--- config.mk ---
export PLATFORM = sky130hd
export DESIGN_NAME = channel_sim
export DESIGN_NICKNAME = d
export VERILOG_FILES = /design/src/verilog/channel_pkg.sv /design/src/verilog/chan_req_if.sv /design/src/verilog/noise_gen.sv /design/src/verilog/error_injector.sv /design/src/verilog/channel_ctrl.sv /design/src/verilog/channel_sim.sv
export VERILOG_INCLUDE_DIRS = /design/src /design/src/verilog
export SDC_FILE = /design/constraint.sdc
export NUM_CORES = 1
export LEC_CHECK = 0
export CELL_PAD_IN_SITES_DETAIL_PLACEMENT = 1
export CELL_PAD_IN_SITES_GLOBAL_PLACEMENT = 2
export CORE_UTILIZATION = 39
export CTS_CLUSTER_SIZE = 8
export DETAILED_ROUTE_END_ITERATION = 10
export DONT_BUFFER_PORTS = 1
export MAX_ROUTING_LAYER = met4
export PLACE_DENSITY = 0.82
export SKIP_LAST_GASP = 1
export SLEW_MARGIN = 15
export SYNTH_ARGS = -nofsm -noshare
export SYNTH_HDL_FRONTEND = slang
export SYNTH_SLANG_ARGS = --single-unit
--- constraint.sdc ---
create_clock -name clk -period 2.3 [get_ports clk]
set_input_delay 0 -clock clk [delete_from_list [all_inputs] [get_ports clk]]
set_output_delay 0 -clock clk [all_outputs]
set_load 0.1 [all_outputs]
--- src/verilog/channel_consts.svh ---
`ifndef CHANNEL_CONSTS_SVH
`define CHANNEL_CONSTS_SVH

// ------------------------------
// data path widths
// ------------------------------
`define DATA_W      8
`define ERR_CNT_W   8           // same width as the raw request field

// error count handling
`define ERR_LIMIT   8           // highest count taken as is
`define ERR_CLAMP   7           // replaces anything above the limit

// ------------------------------
// pseudo-random sources
// ------------------------------
`define LFSR_W      16
`define NOISE_SEED  16'hACE1
`define ERR_SEED    16'h5A3C

// x^16 + x^14 + x^13 + x^11 + 1, fibonacci form shifting left
`define LFSR_TAPS   16'hB400

`endif

--- src/verilog/channel_pkg.sv ---
`include "channel_consts.svh"

package channel_pkg;

    // ------------------------------
    // payload types
    // ------------------------------
    typedef logic [`DATA_W-1:0]    data_t;
    typedef logic [`DATA_W-1:0]    density_t;    // one mask bit per data bit
    typedef logic [`ERR_CNT_W-1:0] err_count_t;
    typedef logic [`LFSR_W-1:0]    lfsr_t;

    // controller sequencing
    typedef enum logic [1:0] {
        st_idle,    // waiting for a request edge
        st_run,     // paths busy
        st_hold     // result presented
    } ctrl_state_t;

endpackage

--- src/verilog/chan_req_if.sv ---
`timescale 1ns/100ps

// captured request, fanned out to both impairment paths
interface chan_req_if import channel_pkg::*; ();

    logic       start;       // one cycle launch pulse
    data_t      data;
    density_t   density;
    err_count_t err_count;   // already clamped
    logic       noise_en;
    logic       err_en;

    modport ctrl (
        output start, data, density, err_count, noise_en, err_en
    );

    modport path (
        input start, data, density, err_count, noise_en, err_en
    );

endinterface

--- src/verilog/noise_gen.sv ---
`timescale 1ns/100ps
`include "channel_consts.svh"

module noise_gen import channel_pkg::*; (
    input  logic     clk,
    input  logic     rst,
    chan_req_if.path req,
    output logic     noise_done,
    output data_t    noise_data
);

    lfsr_t lfsr;
    logic  feedback;
    logic  launch;

    assign feedback = ^(lfsr & `LFSR_TAPS);
    assign launch   = req.start && req.noise_en;    // start alone is not ours

    // ------------------------------
    // free-running noise source
    // ------------------------------
    always_ff @(posedge clk or posedge rst) begin
        if (rst) begin
            lfsr <= `NOISE_SEED;
        end else begin
            lfsr <= {lfsr[`LFSR_W-2:0], feedback};
        end
    end

    always_ff @(posedge clk or posedge rst) begin
        if (rst) begin
            noise_done <= 1'b0;
        end else begin
            noise_done <= launch;   // result lands one cycle after start
        end
    end

    // only bits set in density can be touched
    always_ff @(posedge clk) begin
        if (launch) begin
            noise_data <= req.data ^ (lfsr[`DATA_W-1:0] & req.density);
        end
    end

endmodule

--- src/verilog/error_injector.sv ---
`timescale 1ns/100ps
`include "channel_consts.svh"

module error_injector import channel_pkg::*; (
    input  logic     clk,
    input  logic     rst,
    chan_req_if.path req,
    output logic     err_done,
    output data_t    err_data
);

    localparam int IDX_W = $clog2(`DATA_W);

    lfsr_t            lfsr;
    logic             feedback;
    logic             launch;
    logic             busy;
    data_t            flip_mask;     // bits already flipped
    err_count_t       flips;
    err_count_t       flips_next;
    logic [IDX_W-1:0] bit_idx;
    logic             do_flip;
    logic             last_flip;

    assign feedback   = ^(lfsr & `LFSR_TAPS);
    assign launch     = req.start && req.err_en;
    assign bit_idx    = lfsr[IDX_W-1:0];
    assign do_flip    = busy && !flip_mask[bit_idx];    // skip repeated indices
    assign flips_next = flips + 1'b1;

    // a request of zero still costs one flip
    assign last_flip = (flips_next == req.err_count) || (req.err_count == '0);

    // ------------------------------
    // bit index source
    // ------------------------------
    always_ff @(posedge clk or posedge rst) begin
        if (rst) begin
            lfsr <= `ERR_SEED;
        end else begin
            lfsr <= {lfsr[`LFSR_W-2:0], feedback};
        end
    end

    // ------------------------------
    // flip sequencing
    // ------------------------------
    always_ff @(posedge clk or posedge rst) begin
        if (rst) begin
            busy      <= 1'b0;
            err_done  <= 1'b0;
            flip_mask <= '0;
            flips     <= '0;
        end else begin
            err_done <= 1'b0;
            if (launch) begin
                busy      <= 1'b1;
                flip_mask <= '0;
                flips     <= '0;
            end else if (do_flip) begin
                flip_mask[bit_idx] <= 1'b1;
                flips              <= flips_next;
                if (last_flip) begin
                    busy     <= 1'b0;
                    err_done <= 1'b1;
                end
            end
        end
    end

    // working byte, holds once busy drops
    always_ff @(posedge clk) begin
        if (launch) begin
            err_data <= req.data;
        end else if (do_flip) begin
            err_data[bit_idx] <= ~err_data[bit_idx];
        end
    end

endmodule

--- src/verilog/channel_ctrl.sv ---
`timescale 1ns/100ps
`include "channel_consts.svh"

module channel_ctrl import channel_pkg::*; (
    input  logic       clk,
    input  logic       rst,
    input  data_t      data_in,
    input  logic       noise_en,
    input  logic       err_en,
    input  logic       data_valid,
    input  density_t   density,
    input  err_count_t err_count,
    chan_req_if.ctrl   req,
    input  logic       noise_done,
    input  logic       err_done,
    input  data_t      noise_data,
    input  data_t      err_data,
    output data_t      data_out,
    output logic       out_ready
);

    ctrl_state_t state;
    logic        valid_q;
    logic        valid_rise;
    logic        capture;
    logic        noise_fin;      // path finished or not needed
    logic        err_fin;
    err_count_t  count_clamped;

    // ------------------------------
    // request edge and count clamp
    // ------------------------------
    assign valid_rise = data_valid && !valid_q;

    // a held result counts as idle
    // edges that arrive during a run are dropped
    assign capture = valid_rise && ((state == st_idle) || (state == st_hold));

    assign count_clamped = (err_count > err_count_t'(`ERR_LIMIT)) ?
                           err_count_t'(`ERR_CLAMP) : err_count;

    // ------------------------------
    // sequencing and output register
    // ------------------------------
    always_ff @(posedge clk or posedge rst) begin
        if (rst) begin
            state        <= st_idle;
            valid_q      <= 1'b0;
            req.start    <= 1'b0;
            req.noise_en <= 1'b0;
            req.err_en   <= 1'b0;
            noise_fin    <= 1'b0;
            err_fin      <= 1'b0;
            out_ready    <= 1'b0;
            data_out     <= '0;
        end else begin
            valid_q   <= data_valid;
            req.start <= capture;      // launch one cycle after capture
            if (capture) begin
                state        <= st_idle;
                out_ready    <= 1'b0;
                req.noise_en <= noise_en;
                req.err_en   <= err_en;
                noise_fin    <= !noise_en;
                err_fin      <= !err_en;
            end else begin
                case (state)
                    st_idle: begin
                        if (req.start) begin
                            state <= st_run;
                        end
                    end
                    st_run: begin
                        if (noise_done) begin
                            noise_fin <= 1'b1;
                        end
                        if (err_done) begin
                            err_fin <= 1'b1;
                        end
                        if (noise_fin && err_fin) begin
                            // errors win over noise, noise over raw data
                            if (req.err_en) begin
                                data_out <= err_data;
                            end else if (req.noise_en) begin
                                data_out <= noise_data;
                            end else begin
                                data_out <= req.data;
                            end
                            out_ready <= 1'b1;
                            state     <= st_hold;
                        end
                    end
                    default: begin
                        state <= st_hold;    // wait for next edge
                    end
                endcase
            end
        end
    end

    // request payload
    always_ff @(posedge clk) begin
        if (capture) begin
            req.data      <= data_in;
            req.density   <= density;
            req.err_count <= count_clamped;
        end
    end

endmodule

--- src/verilog/channel_sim.sv ---
`timescale 1ns/100ps

module channel_sim import channel_pkg::*; (
    input  logic       clk,
    input  logic       rst,
    input  data_t      data_in,
    input  logic       noise_en,
    input  logic       err_en,
    input  density_t   density,
    input  err_count_t err_count,
    input  logic       data_valid,
    output data_t      data_out,
    output logic       out_ready
);

    logic  noise_done;
    logic  err_done;
    data_t noise_data;
    data_t err_data;

    chan_req_if req_if ();

    // ------------------------------
    // request capture and output
    // ------------------------------
    channel_ctrl ctrl_i (
        .clk        (clk),
        .rst        (rst),
        .data_in    (data_in),
        .noise_en   (noise_en),
        .err_en     (err_en),
        .data_valid (data_valid),
        .density    (density),
        .err_count  (err_count),
        .req        (req_if.ctrl),
        .noise_done (noise_done),
        .err_done   (err_done),
        .noise_data (noise_data),
        .err_data   (err_data),
        .data_out   (data_out),
        .out_ready  (out_ready)
    );

    // ------------------------------
    // impairment paths
    // ------------------------------
    noise_gen noise_i (
        .clk        (clk),
        .rst        (rst),
        .req        (req_if.path),
        .noise_done (noise_done),
        .noise_data (noise_data)
    );

    error_injector err_i (
        .clk      (clk),
        .rst      (rst),
        .req      (req_if.path),
        .err_done (err_done),
        .err_data (err_data)
    );

endmodule

### Yosys cells after proc, flatten, opt, wreduce, memory -nomap -nowiden

Cells that the tools add are included.

| word-level totals | value |
|---|---|
| flip-flop bits (word level) | 108 |
| latch bits | 0 |
| RAM bits | 0 |
| ROM bits | 0 |
| input port bits | 29 |
| output and inout port bits | 9 |
| memories kept | 0 |

| operators by class | value |
|---|---|
| $add $sub $neg | 1 |
| $mul | 0 |
| divide/modulo/power cells | 0 |
| magnitude comparators | 3 |
| equal/unequal tests | 5 |
| shift operators | 0 |
| multiplexer cells | 34 |
| bitwise operators | 5 |
| reductions and logical operators | 29 |

Operators by type and width:

| operator | count |
|---|---|
| 8-bit two-way mux | 8 |
| 16-bit XOR reduction | 2 |
| 1-bit two-way mux | 18 |
| 2-bit nonzero test | 6 |
| 2-bit AND reduction | 5 |
| 8-bit by 1-bit adder with 8-bit output, second input constant | 1 |
| 8-bit AND | 1 |
| 8-bit bitwise mux | 1 |
| 8-bit equality test | 1 |
| 8-bit by 4-bit > comparator with 1-bit output, second input constant | 1 |
| 8-bit logical NOT | 1 |
| 8-bit OR | 1 |
| 8-bit bitwise XOR | 1 |
| 1-bit logical AND | 7 |
| 1-bit binary-select mux with 3-bit select | 2 |
| 2-bit two-way mux | 3 |
| 3-bit by 1-bit != test with 1-bit output, second input constant | 2 |
| 1-bit logical NOT | 4 |
| 3-bit by 4-bit < comparator with 1-bit output, second input constant | 1 |
| 2-bit one-hot mux with 2 select lines | 1 |
| 1-bit demux with 3-bit select | 1 |
| 3-bit by 1-bit >= comparator with 1-bit output, second input constant | 1 |
| 3-bit AND reduction | 1 |
| 2-bit by 1-bit equality test with 1-bit output, second input constant | 1 |
| 4 further kinds | 6 |

### Longest topological paths before layout

Gate-level depths: netlist of the first run.

| logic depth | value |
|---|---|
| depth in word-level cells | 7 |
| gate-level depth with buffers | 7 |
| depth with buffers taken out | 6 |

### Cells and area by module

A second synthesis of the first run with hierarchy kept.

| second synthesis, totals | value |
|---|---|
| cells, all modules | 343 |
| area, all modules | 4463.0 um^2 |

By module, submodules not included:

| module | times used | cells each | area an instance (um^2) | sequential area each (um^2) |
|---|---|---|---|---|
| error_injector | 1 | 190 | 2025.7 | 1101.1 |
| channel_ctrl | 1 | 107 | 1625.3 | 1146.1 |
| noise_gen | 1 | 46 | 812.0 | 675.6 |

### Worst setup path before layout of the first run

Ideal clock, no wire load.

| path | value |
|---|---|
| path type | register to register |
| from | register ctrl_i.valid_q |
| to | register ctrl_i.req.err_en |
| library setup time | 0.125 ns |
| arrival | 2.223 ns |
| data required time | 2.175 ns |
| slack | -0.048 ns |
| cell stages (with the launch flop) | 4 |
| path through | dfrtp_1 > nand2b_1 > nor2_1 > mux2_2 |

| between the ends | value |
|---|---|
| cells in the longest elaborated chain, start to end | 3 |

Ends and longest elaborated chain:

| what | line | source |
|---|---|---|
| from (decl) | channel_ctrl.sv:23 | `logic valid_q;` |
| from (signal assigned) | channel_ctrl.sv:57 | `valid_q <= data_valid;` |
| 1-bit logical NOT | channel_ctrl.sv:33 | `assign valid_rise = data_valid && !valid_q;` |
| 1-bit logical AND | channel_ctrl.sv:33 |  |
| 1-bit logical AND | channel_ctrl.sv:37 | `assign capture = valid_rise && ((state == st_idle) \|\| (state == st_hold));` |
| net ctrl_i.capture | channel_ctrl.sv:25 | `logic capture;` |
| to (decl) | chan_req_if.sv:14 | `output start, data, density, err_count, noise_en, err_en` |

The timed path passes the listed nets, and every way through them passes these cells.
A chain may end at the register's enable or synchronous reset.

### Worst setup path after layout of the first run

| path | value |
|---|---|
| from | register err_i.lfsr[0] |
| to | register err_i.err_data[6], enable pin |

| between the ends | value |
|---|---|
| cells in the longest elaborated chain, start to end | 5 |

Ends and longest elaborated chain:

| what | line | source |
|---|---|---|
| from (decl) | error_injector.sv:14 | `lfsr_t lfsr;` |
| from (signal assigned) | error_injector.sv:39 | `` lfsr <= `ERR_SEED; `` |
| from (signal assigned) | error_injector.sv:41 | `` lfsr <= {lfsr[`LFSR_W-2:0], feedback}; `` |
| 1-bit binary-select mux with 3-bit select | error_injector.sv:28 | `assign do_flip = busy && !flip_mask[bit_idx];` |
| 1-bit two-way mux (not written as such) | error_injector.sv:28 |  |
| 1-bit logical NOT | error_injector.sv:28 |  |
| 1-bit logical AND | error_injector.sv:28 |  |
| 2-bit nonzero test (no source line) | n/a |  |
| to (signal assigned) | error_injector.sv:74 | `err_data <= req.data;` |
| to (signal, indexed assignment) | error_injector.sv:76 | `err_data[bit_idx] <= ~err_data[bit_idx];` |
| to (decl) | error_injector.sv:9 | `output data_t err_data` |

No other way between the ends. The select of a mux whose other input is x is not followed.

==> results of run 1 <==
==> where the power goes <==
group / leakage [uW] / total [uW] / internal, uW / switching [uW]
Combinational: 0.000681 / 1350 / 405 / 941
Clock: 0.000158 / 1610 / 841 / 770
Sequential: 0.00122 / 2450 / 2240 / 208
==> layout make-up <==
type | instances | area (um2)
fillers | 1151 | 5690
flip-flops and latches | 108 | 2920
multi-input cells | 226 | 1390
repair buffers | 43 | 410
clock buffers | 10 | 250
well taps | 140 | 175
clock inverters | 6 | 72.6
inverters | 5 | 18.8
==> layer usage <==
| metal | vias up | track usage [%] |
|---|---|---|
| met3 | 16 | 2.47 |
| met5 | - | - |
| met4 | 0 | 6.95 |
| li1 | 1332 | - |
| met2 | 65 | 25.5 |
| met1 | 1369 | 24.1 |
==> sequential cells by signal, summed over array words and instances, names as in the netlist, 2 cells and up <==
register              count
err_i.flip_mask           8
err_i.flips               8
noise_i.lfsr             16
noise_i.noise_data        8
ctrl_i.state              2
err_i.err_data            8
ctrl_i.data_out           8
ctrl_i.req.data           8
ctrl_i.req.density        8
err_i.lfsr               16
ctrl_i.req.err_count      8
==> metrics by stage <==
| stage | cell area (um2) | power [uW] | setup slack, ns | cells | hold WS (ns) |
|---|---|---|---|---|---|
| floorplan | 4410 | 3490 | 0.402 | 354 | 0.0314 |
| global placement | 4670 | 3780 | 0.231 | 497 | -0.0114 |
| detailed placement | 4670 | 3810 | 0.135 | 497 | -0.00410 |
| CTS | 5240 | 5460 | 0.108 | 538 | 0.0332 |
| global route | 5250 | 5670 | 0.0187 | 538 | 0.0718 |
| finish | 5250 | 5410 | 0.227 | 538 | 0.0406 |
==> worst max-delay path, stage by stage, from the launching register on <==
cell	delay (ns)
dfrtp_2	0.47
mux2i_1	0.27
o221a_4	0.27
o211ai_4	0.16
or2_1	0.36
o21ai_0	0.24
==> kinds of logic (layout without fill, tap and decap cells) <==
family	count (synthesis)	in the layout	synth area share, %
buffers and inverters	20	64	2.16
AOI/OAI and AO/OA	77	77	11.0
and+or+nand+nor	103	103	11.3
adders and majority gates	1	1	0.284
other	1	4	0.0853
muxes	18	18	4.15
DFF	108	108	66.5
xor gates and xnor gates	23	23	4.58
==> layout by cell type (no fill, tap or decap), drive strengths merged, types with 7 or more instances in the layout <==
master / n
dfstp: 16
inv: 8
xnor2: 15
nor2: 16
nand2b: 7
xor2: 8
dfrtp: 52
buf: 18
clkbuf: 10
edfxtp: 40
o21ai: 31
mux2i: 16
nand2: 43
o31ai: 9
dlygate4sd3: 25
a21oi: 19
nand3: 8
==> what timing repair did <==
action	CTS	global route
resized for setup	0	1
hold buffers	25	0
setup endpoints to repair	0	2
endpoints found under the hold margin	94	0
buffers inserted	0	0
==> worst max path at each step <==
stage	end	slack [ns]	depth (start not counted)
global route	err_i.err_data[6]	0.02	5
floorplan	err_i.err_data[0]	0.40	6
detailed placement	err_i.err_data[6]	0.14	5
global placement	err_i.err_data[0]	0.23	5
finish	err_i.err_data[6]	0.23	5
CTS	err_i.err_data[6]	0.11	5
==> results.py, run 1 <==
metrics = {
    "routing": {
        "ant_nets": 0,
        "drc": 0,
        "wl_per_cell_um": 16.7,
        "vias": 2782,
        "drt_first_iter_violations": 107,
        "routed.top_layer": "met4",
        "wl_met1_mm": 4.31,
        "dr.pass1.iters": 4,
        "wl_met2_mm": 4.11,
        "routed_wirelength_mm": 8.98,
        "post_drt_via_cell_ratio": 5.17,
        "routed-wl-met3_um": 385,
    },
    "grt": {
        "antenna_found_initial": 0,
        "grt_first_pass_wirelength_mm": 14.7,
        "grt.overflow.total": 0,
        "grt_pass1_vias": 2839,
        "grt.total_usage_pct": 17.3,
        "grt_max_degree": 69,
    },
    "worst_hold_path": {
        "hold_start": "err_count[4]",
        "hold_depth": 3,
        "worstHoldPathType": "input port to flop",
        "whs_endpoint": "ctrl_i.req.err_count[1]",
    },
    "synthesis": {
        "yosysWarnings": 0,
        "syn_avg_cell_area_um2": 12.5,
        "ys.flop_type": "dfrtp_1",
        "synth-edff-count": 40,
        "syn-cell-area_mm2": 0.00440,
        "synth_area_leaders": "dfrtp_1 30%, edfxtp_1 27%, dfstp_2 9.6%",
        "synth.distinct_cells": 47,
        "async_reset_ff_share_pct": 63.0,
        "synth_common_cells": "52 x dfrtp_1, 43 x nand2_1, 40 x edfxtp_1",
        "syn-instance-count": 351,
        "yosys.area.top_type": "dfrtp_1",
        "synth.most_common_cell": "dfrtp_1",
        "synth-seq-cells": 108,
        "synth_seq_area_share_pct": 66.5,
        "synth_top_area_share_pct": 29.6,
    },
    "critical_path": {
        "crit_start": "err_i.lfsr[0]",
        "ff2ff_path_depth": 5,
        "crit_fanout": 14,
        "r2r_end": "err_i.err_data[6]",
        "start_kind": "flop",
        "r2r_start": "err_i.lfsr[0]",
        "required_ns": 2.35,
        "end_kind": "flop",
        "arrival_ns": 2.12,
        "r2r_slack_ns": 0.23,
        "critical_path_class": "flop to flop",
    },
    "sta": {
        "clock_skew_ns": 0.00734,
        "min_period_over_period_pct": 90.1,
        "setup_viol": 0,
        "min_period_ns": 2.07,
        "tns_ns": 0,
        "rsz0062_at_grt": "no",
        "max_freq_mhz": 482,
        "finalHoldViolCount": 0,
        "relSlewSlack_pct": 59.2,
        "maxSlewViolCount": 0,
        "tightest_slew_ns": 0.610,
    },
    "floorplanning": {
        "io_pins": 38,
        "die_x_um": 108,
        "rows": 38,
        "fp.dieH_um": 108,
        "dieArea_mm2": 0.0117,
        "coreArea_mm2": 0.0109,
        "start_util_pct": 40.2,
    },
    "power": {
        "leakagePower_uw": 0.00205,
        "cellPowerDensity_mw_per_mm2": 1030,
        "ir_drop_mv": 0.673,
    },
    "clocking": {
        "cts_sinks": 108,
        "clock_latency_ns": 0.35,
        "cts_tree": "yes",
        "cts_made_buffers": 9,
        "clk_path_buf_depth": 2,
        "clkTransAtPathRegs_ns": 0.08,
        "htreeDepth": 3,
        "clock-root-buffer": "clkbuf_16",
    },
    "placed_design": {
        "place_congestion": 0.801,
        "port_buffers": 0,
        "dp_hpwl_mm": 5.93,
    },
    "finish": {
        "diodes": 0,
        "final_core_util_pct": 48.0,
        "area_growth_pct": 19.3,
        "nets": 423,
        "layout-drive-gt1-share_pct": 16.3,
    },
    "run": {
        "cap_violations": 0,
    },
    "status": {
        "outcome": "finished, final reports clean",
    },
}
No activity file was read; power rests on OpenSTA's default activity.
==> run 2, diff against run 1 <==
--- a/config.mk
+++ b/config.mk
@@ -7,11 +7,12 @@
 export NUM_CORES = 1
 export LEC_CHECK = 0
 export CELL_PAD_IN_SITES_DETAIL_PLACEMENT = 1
-export CELL_PAD_IN_SITES_GLOBAL_PLACEMENT = 2
-export CORE_UTILIZATION = 39
+export CELL_PAD_IN_SITES_GLOBAL_PLACEMENT = 1
+export CORE_UTILIZATION = 46
 export CTS_CLUSTER_SIZE = 8
 export DETAILED_ROUTE_END_ITERATION = 10
 export DONT_BUFFER_PORTS = 1
+export GPL_ROUTABILITY_DRIVEN = 0
 export MAX_ROUTING_LAYER = met4
 export PLACE_DENSITY = 0.82
 export SKIP_LAST_GASP = 1
==> results.py, run 2 (synthesized netlist as in run 1, its figures left out) <==
metrics = {
    "power": {
        "cellPowerDensity_mw_per_mm2": 979,
        "power.share.sequential_pct": 49.0,
        "sw_frac_of_total_pct": 38.6,
        "ir_drop_mv": 0.441,
        "p_int_uw": 3090,
        "comb_power_share_pct": 27.0,
        "leakagePower_uw": 0.00200,
        "p_clk_share_pct": 24.0,
        "switching_power_uw": 1940,
    },
    "clocking": {
        "postCtsSetupBuffers": 0,
        "cts_tree": "yes",
        "htreeDepth": 3,
        "clk_path_buf_depth": 2,
        "clkTransAtPathRegs_ns": 0.12,
        "cts_sinks": 108,
        "clock-root-buffer": "clkbuf_8",
        "cts_made_buffers": 9,
        "clock_latency_ns": 0.39,
    },
    "finish": {
        "top_regs": "err_i.lfsr (16), noise_i.lfsr (16)",
        "final_cell_mix": "51 x dfrtp_1, 43 x nand2_1, 40 x edfxtp_1, 31 x o21ai_0, 28 x dlygate4sd3_1",
        "final_common_cell": "dfrtp_1",
        "nets": 425,
        "area_growth_pct": 16.7,
        "diodes": 0,
        "fin_area_mm2": 0.00513,
        "layout-drive-gt1-share_pct": 16.0,
        "stdcell_count": 529,
    },
    "grt": {
        "grt_pass1_vias": 3100,
        "grt_first_pass_wirelength_mm": 16.3,
        "antenna_found_initial": 0,
        "grt.overflow.total": 0,
        "grt_max_degree": 31,
        "grt.total_usage_pct": 22.4,
    },
    "floorplanning": {
        "dieArea_mm2": 0.00996,
        "rows": 35,
        "fp.dieH_um": 99.8,
        "coreArea_mm2": 0.00924,
        "io_pins": 38,
        "die_x_um": 99.8,
        "start_util_pct": 47.6,
    },
    "critical_path": {
        "r2r_start": "err_i.lfsr[2]",
        "crit_fanout": 8,
        "ff2ff_path_depth": 4,
        "required_ns": 2.42,
        "start_kind": "flop",
        "path_cells": "nand2_1 > o22a_1 > o2111ai_1 > o21ai_0",
        "arrival_ns": 2.23,
        "r2r_slack_ns": 0.19,
        "cpPeakStageDelay_ns": 0.67,
        "crit_start": "err_i.lfsr[2]",
        "r2r_end": "err_i.err_data[3]",
        "critical_path_class": "flop to flop",
        "cpMaxStageDelayCell": "o2111ai_1",
        "end_kind": "flop",
        "endpoint": "err_i.err_data[3]",
    },
    "routing": {
        "routed_wirelength_mm": 10.2,
        "post_drt_via_cell_ratio": 5.42,
        "vias": 2867,
        "wl_per_cell_um": 19.2,
        "ant_nets": 0,
        "drc": 0,
        "dr.pass1.iters": 4,
        "drt_first_iter_violations": 235,
    },
    "run": {
        "cap_violations": 0,
    },
    "status": {
        "outcome": "finished, final reports clean",
    },
    "sta": {
        "tns_ns": 0,
        "min_period_over_period_pct": 91.9,
        "relSlewSlack_pct": 48.1,
        "finalHoldViolCount": 0,
        "maxSlewViolCount": 0,
        "tightest_slew_ns": 0.777,
        "min_period_ns": 2.11,
        "max_freq_mhz": 473,
        "clock_skew_ns": 0.0194,
        "setup_viol": 0,
        "rsz0062_at_grt": "no",
    },
    "placed_design": {
        "dpl-instance-area_mm2": 0.00464,
        "dp_hpwl_mm": 6.12,
        "placed_cells": 485,
        "port_buffers": 0,
    },
    "worst_hold_path": {
        "worstHoldPathType": "input port to asynchronous set/reset pin",
    },
}
## run 2: changes by cell type in the layout (fill, tap and decap cells not counted)
cell           change
clkbuf_16         -10
clkbuf_8           +9
dlygate4sd3_1      +3
clkinv_8           +2
inv_8              -2
buf_12             -1
inv_6              +1
## run 2: what timing repair did
item	in CTS	in global routing
hold buffers	28	0
endpoints found under the hold margin	57	0
gates resized for setup	0	1
setup endpoints to repair	0	1
## run 2: final cells by class
class | count | area, um2
clock inverter | 7 | 91.3
fill | 939 | 4110
inverter | 5 | 18.8
timing repair buffer | 45 | 420
sequential | 108 | 2920
tap | 129 | 161
multi-input combinational | 226 | 1390
clock buffer | 9 | 124
## run 2: critical path, delay by kind of cell, from the launching register on
| family | cells | cell delay (ns) |
|---|---|---|
| AO/OA/AOI/OAI | 3 | 1.16 |
| flip-flops | 1 | 0.62 |
| AND/OR/NAND/NOR | 1 | 0.07 |
## run 2: worst min path at each step
stage,to,slack (ns)
floorplan,ctrl_i.valid_q,0.03
global placement,err_i.lfsr[10],-0.02
detailed placement,err_i.lfsr[8],-0.007
CTS,err_i.flip_mask[7],0.16
global route,ctrl_i.valid_q,0.19
finish,err_i.flip_mask[3],0.15
## run 2: per-stage QoR
step	util, %	power (uW)	setup slack, ns	hold slack, ns
floorplan	-	3490	0.402	0.0314
global placement	50.2	3750	0.279	-0.0167
detailed placement	50.2	3810	0.162	-0.00660
CTS	55.5	5030	0.164	0.157
global route	55.6	5240	0.0513	0.192
finish	55.6	5030	0.186	0.153
## run 2: per-layer routing
| metal | share of wire (%) | track usage [%] | up-vias | wire, um |
|---|---|---|---|---|
| met5 | 0 | - | - | 0 |
| met4 | 1.2 | 5.66 | 0 | 122 |
| met3 | 4.4 | 4.39 | 8 | 451 |
| met2 | 51 | 36.8 | 77 | 5150 |
| met1 | 44 | 28.9 | 1451 | 4430 |
| li1 | - | - | 1331 | - |
## run 2: power by group through the flow
stage	registers (uW)	logic [uW]	clock network, uW
2_1_floorplan	2860	634	0
3_3_place_gp	2480	1270	0
3_5_place_dp	2490	1320	0
4_1_cts	2460	1360	1210
5_1_grt	2490	1460	1290
6_report	2460	1360	1210
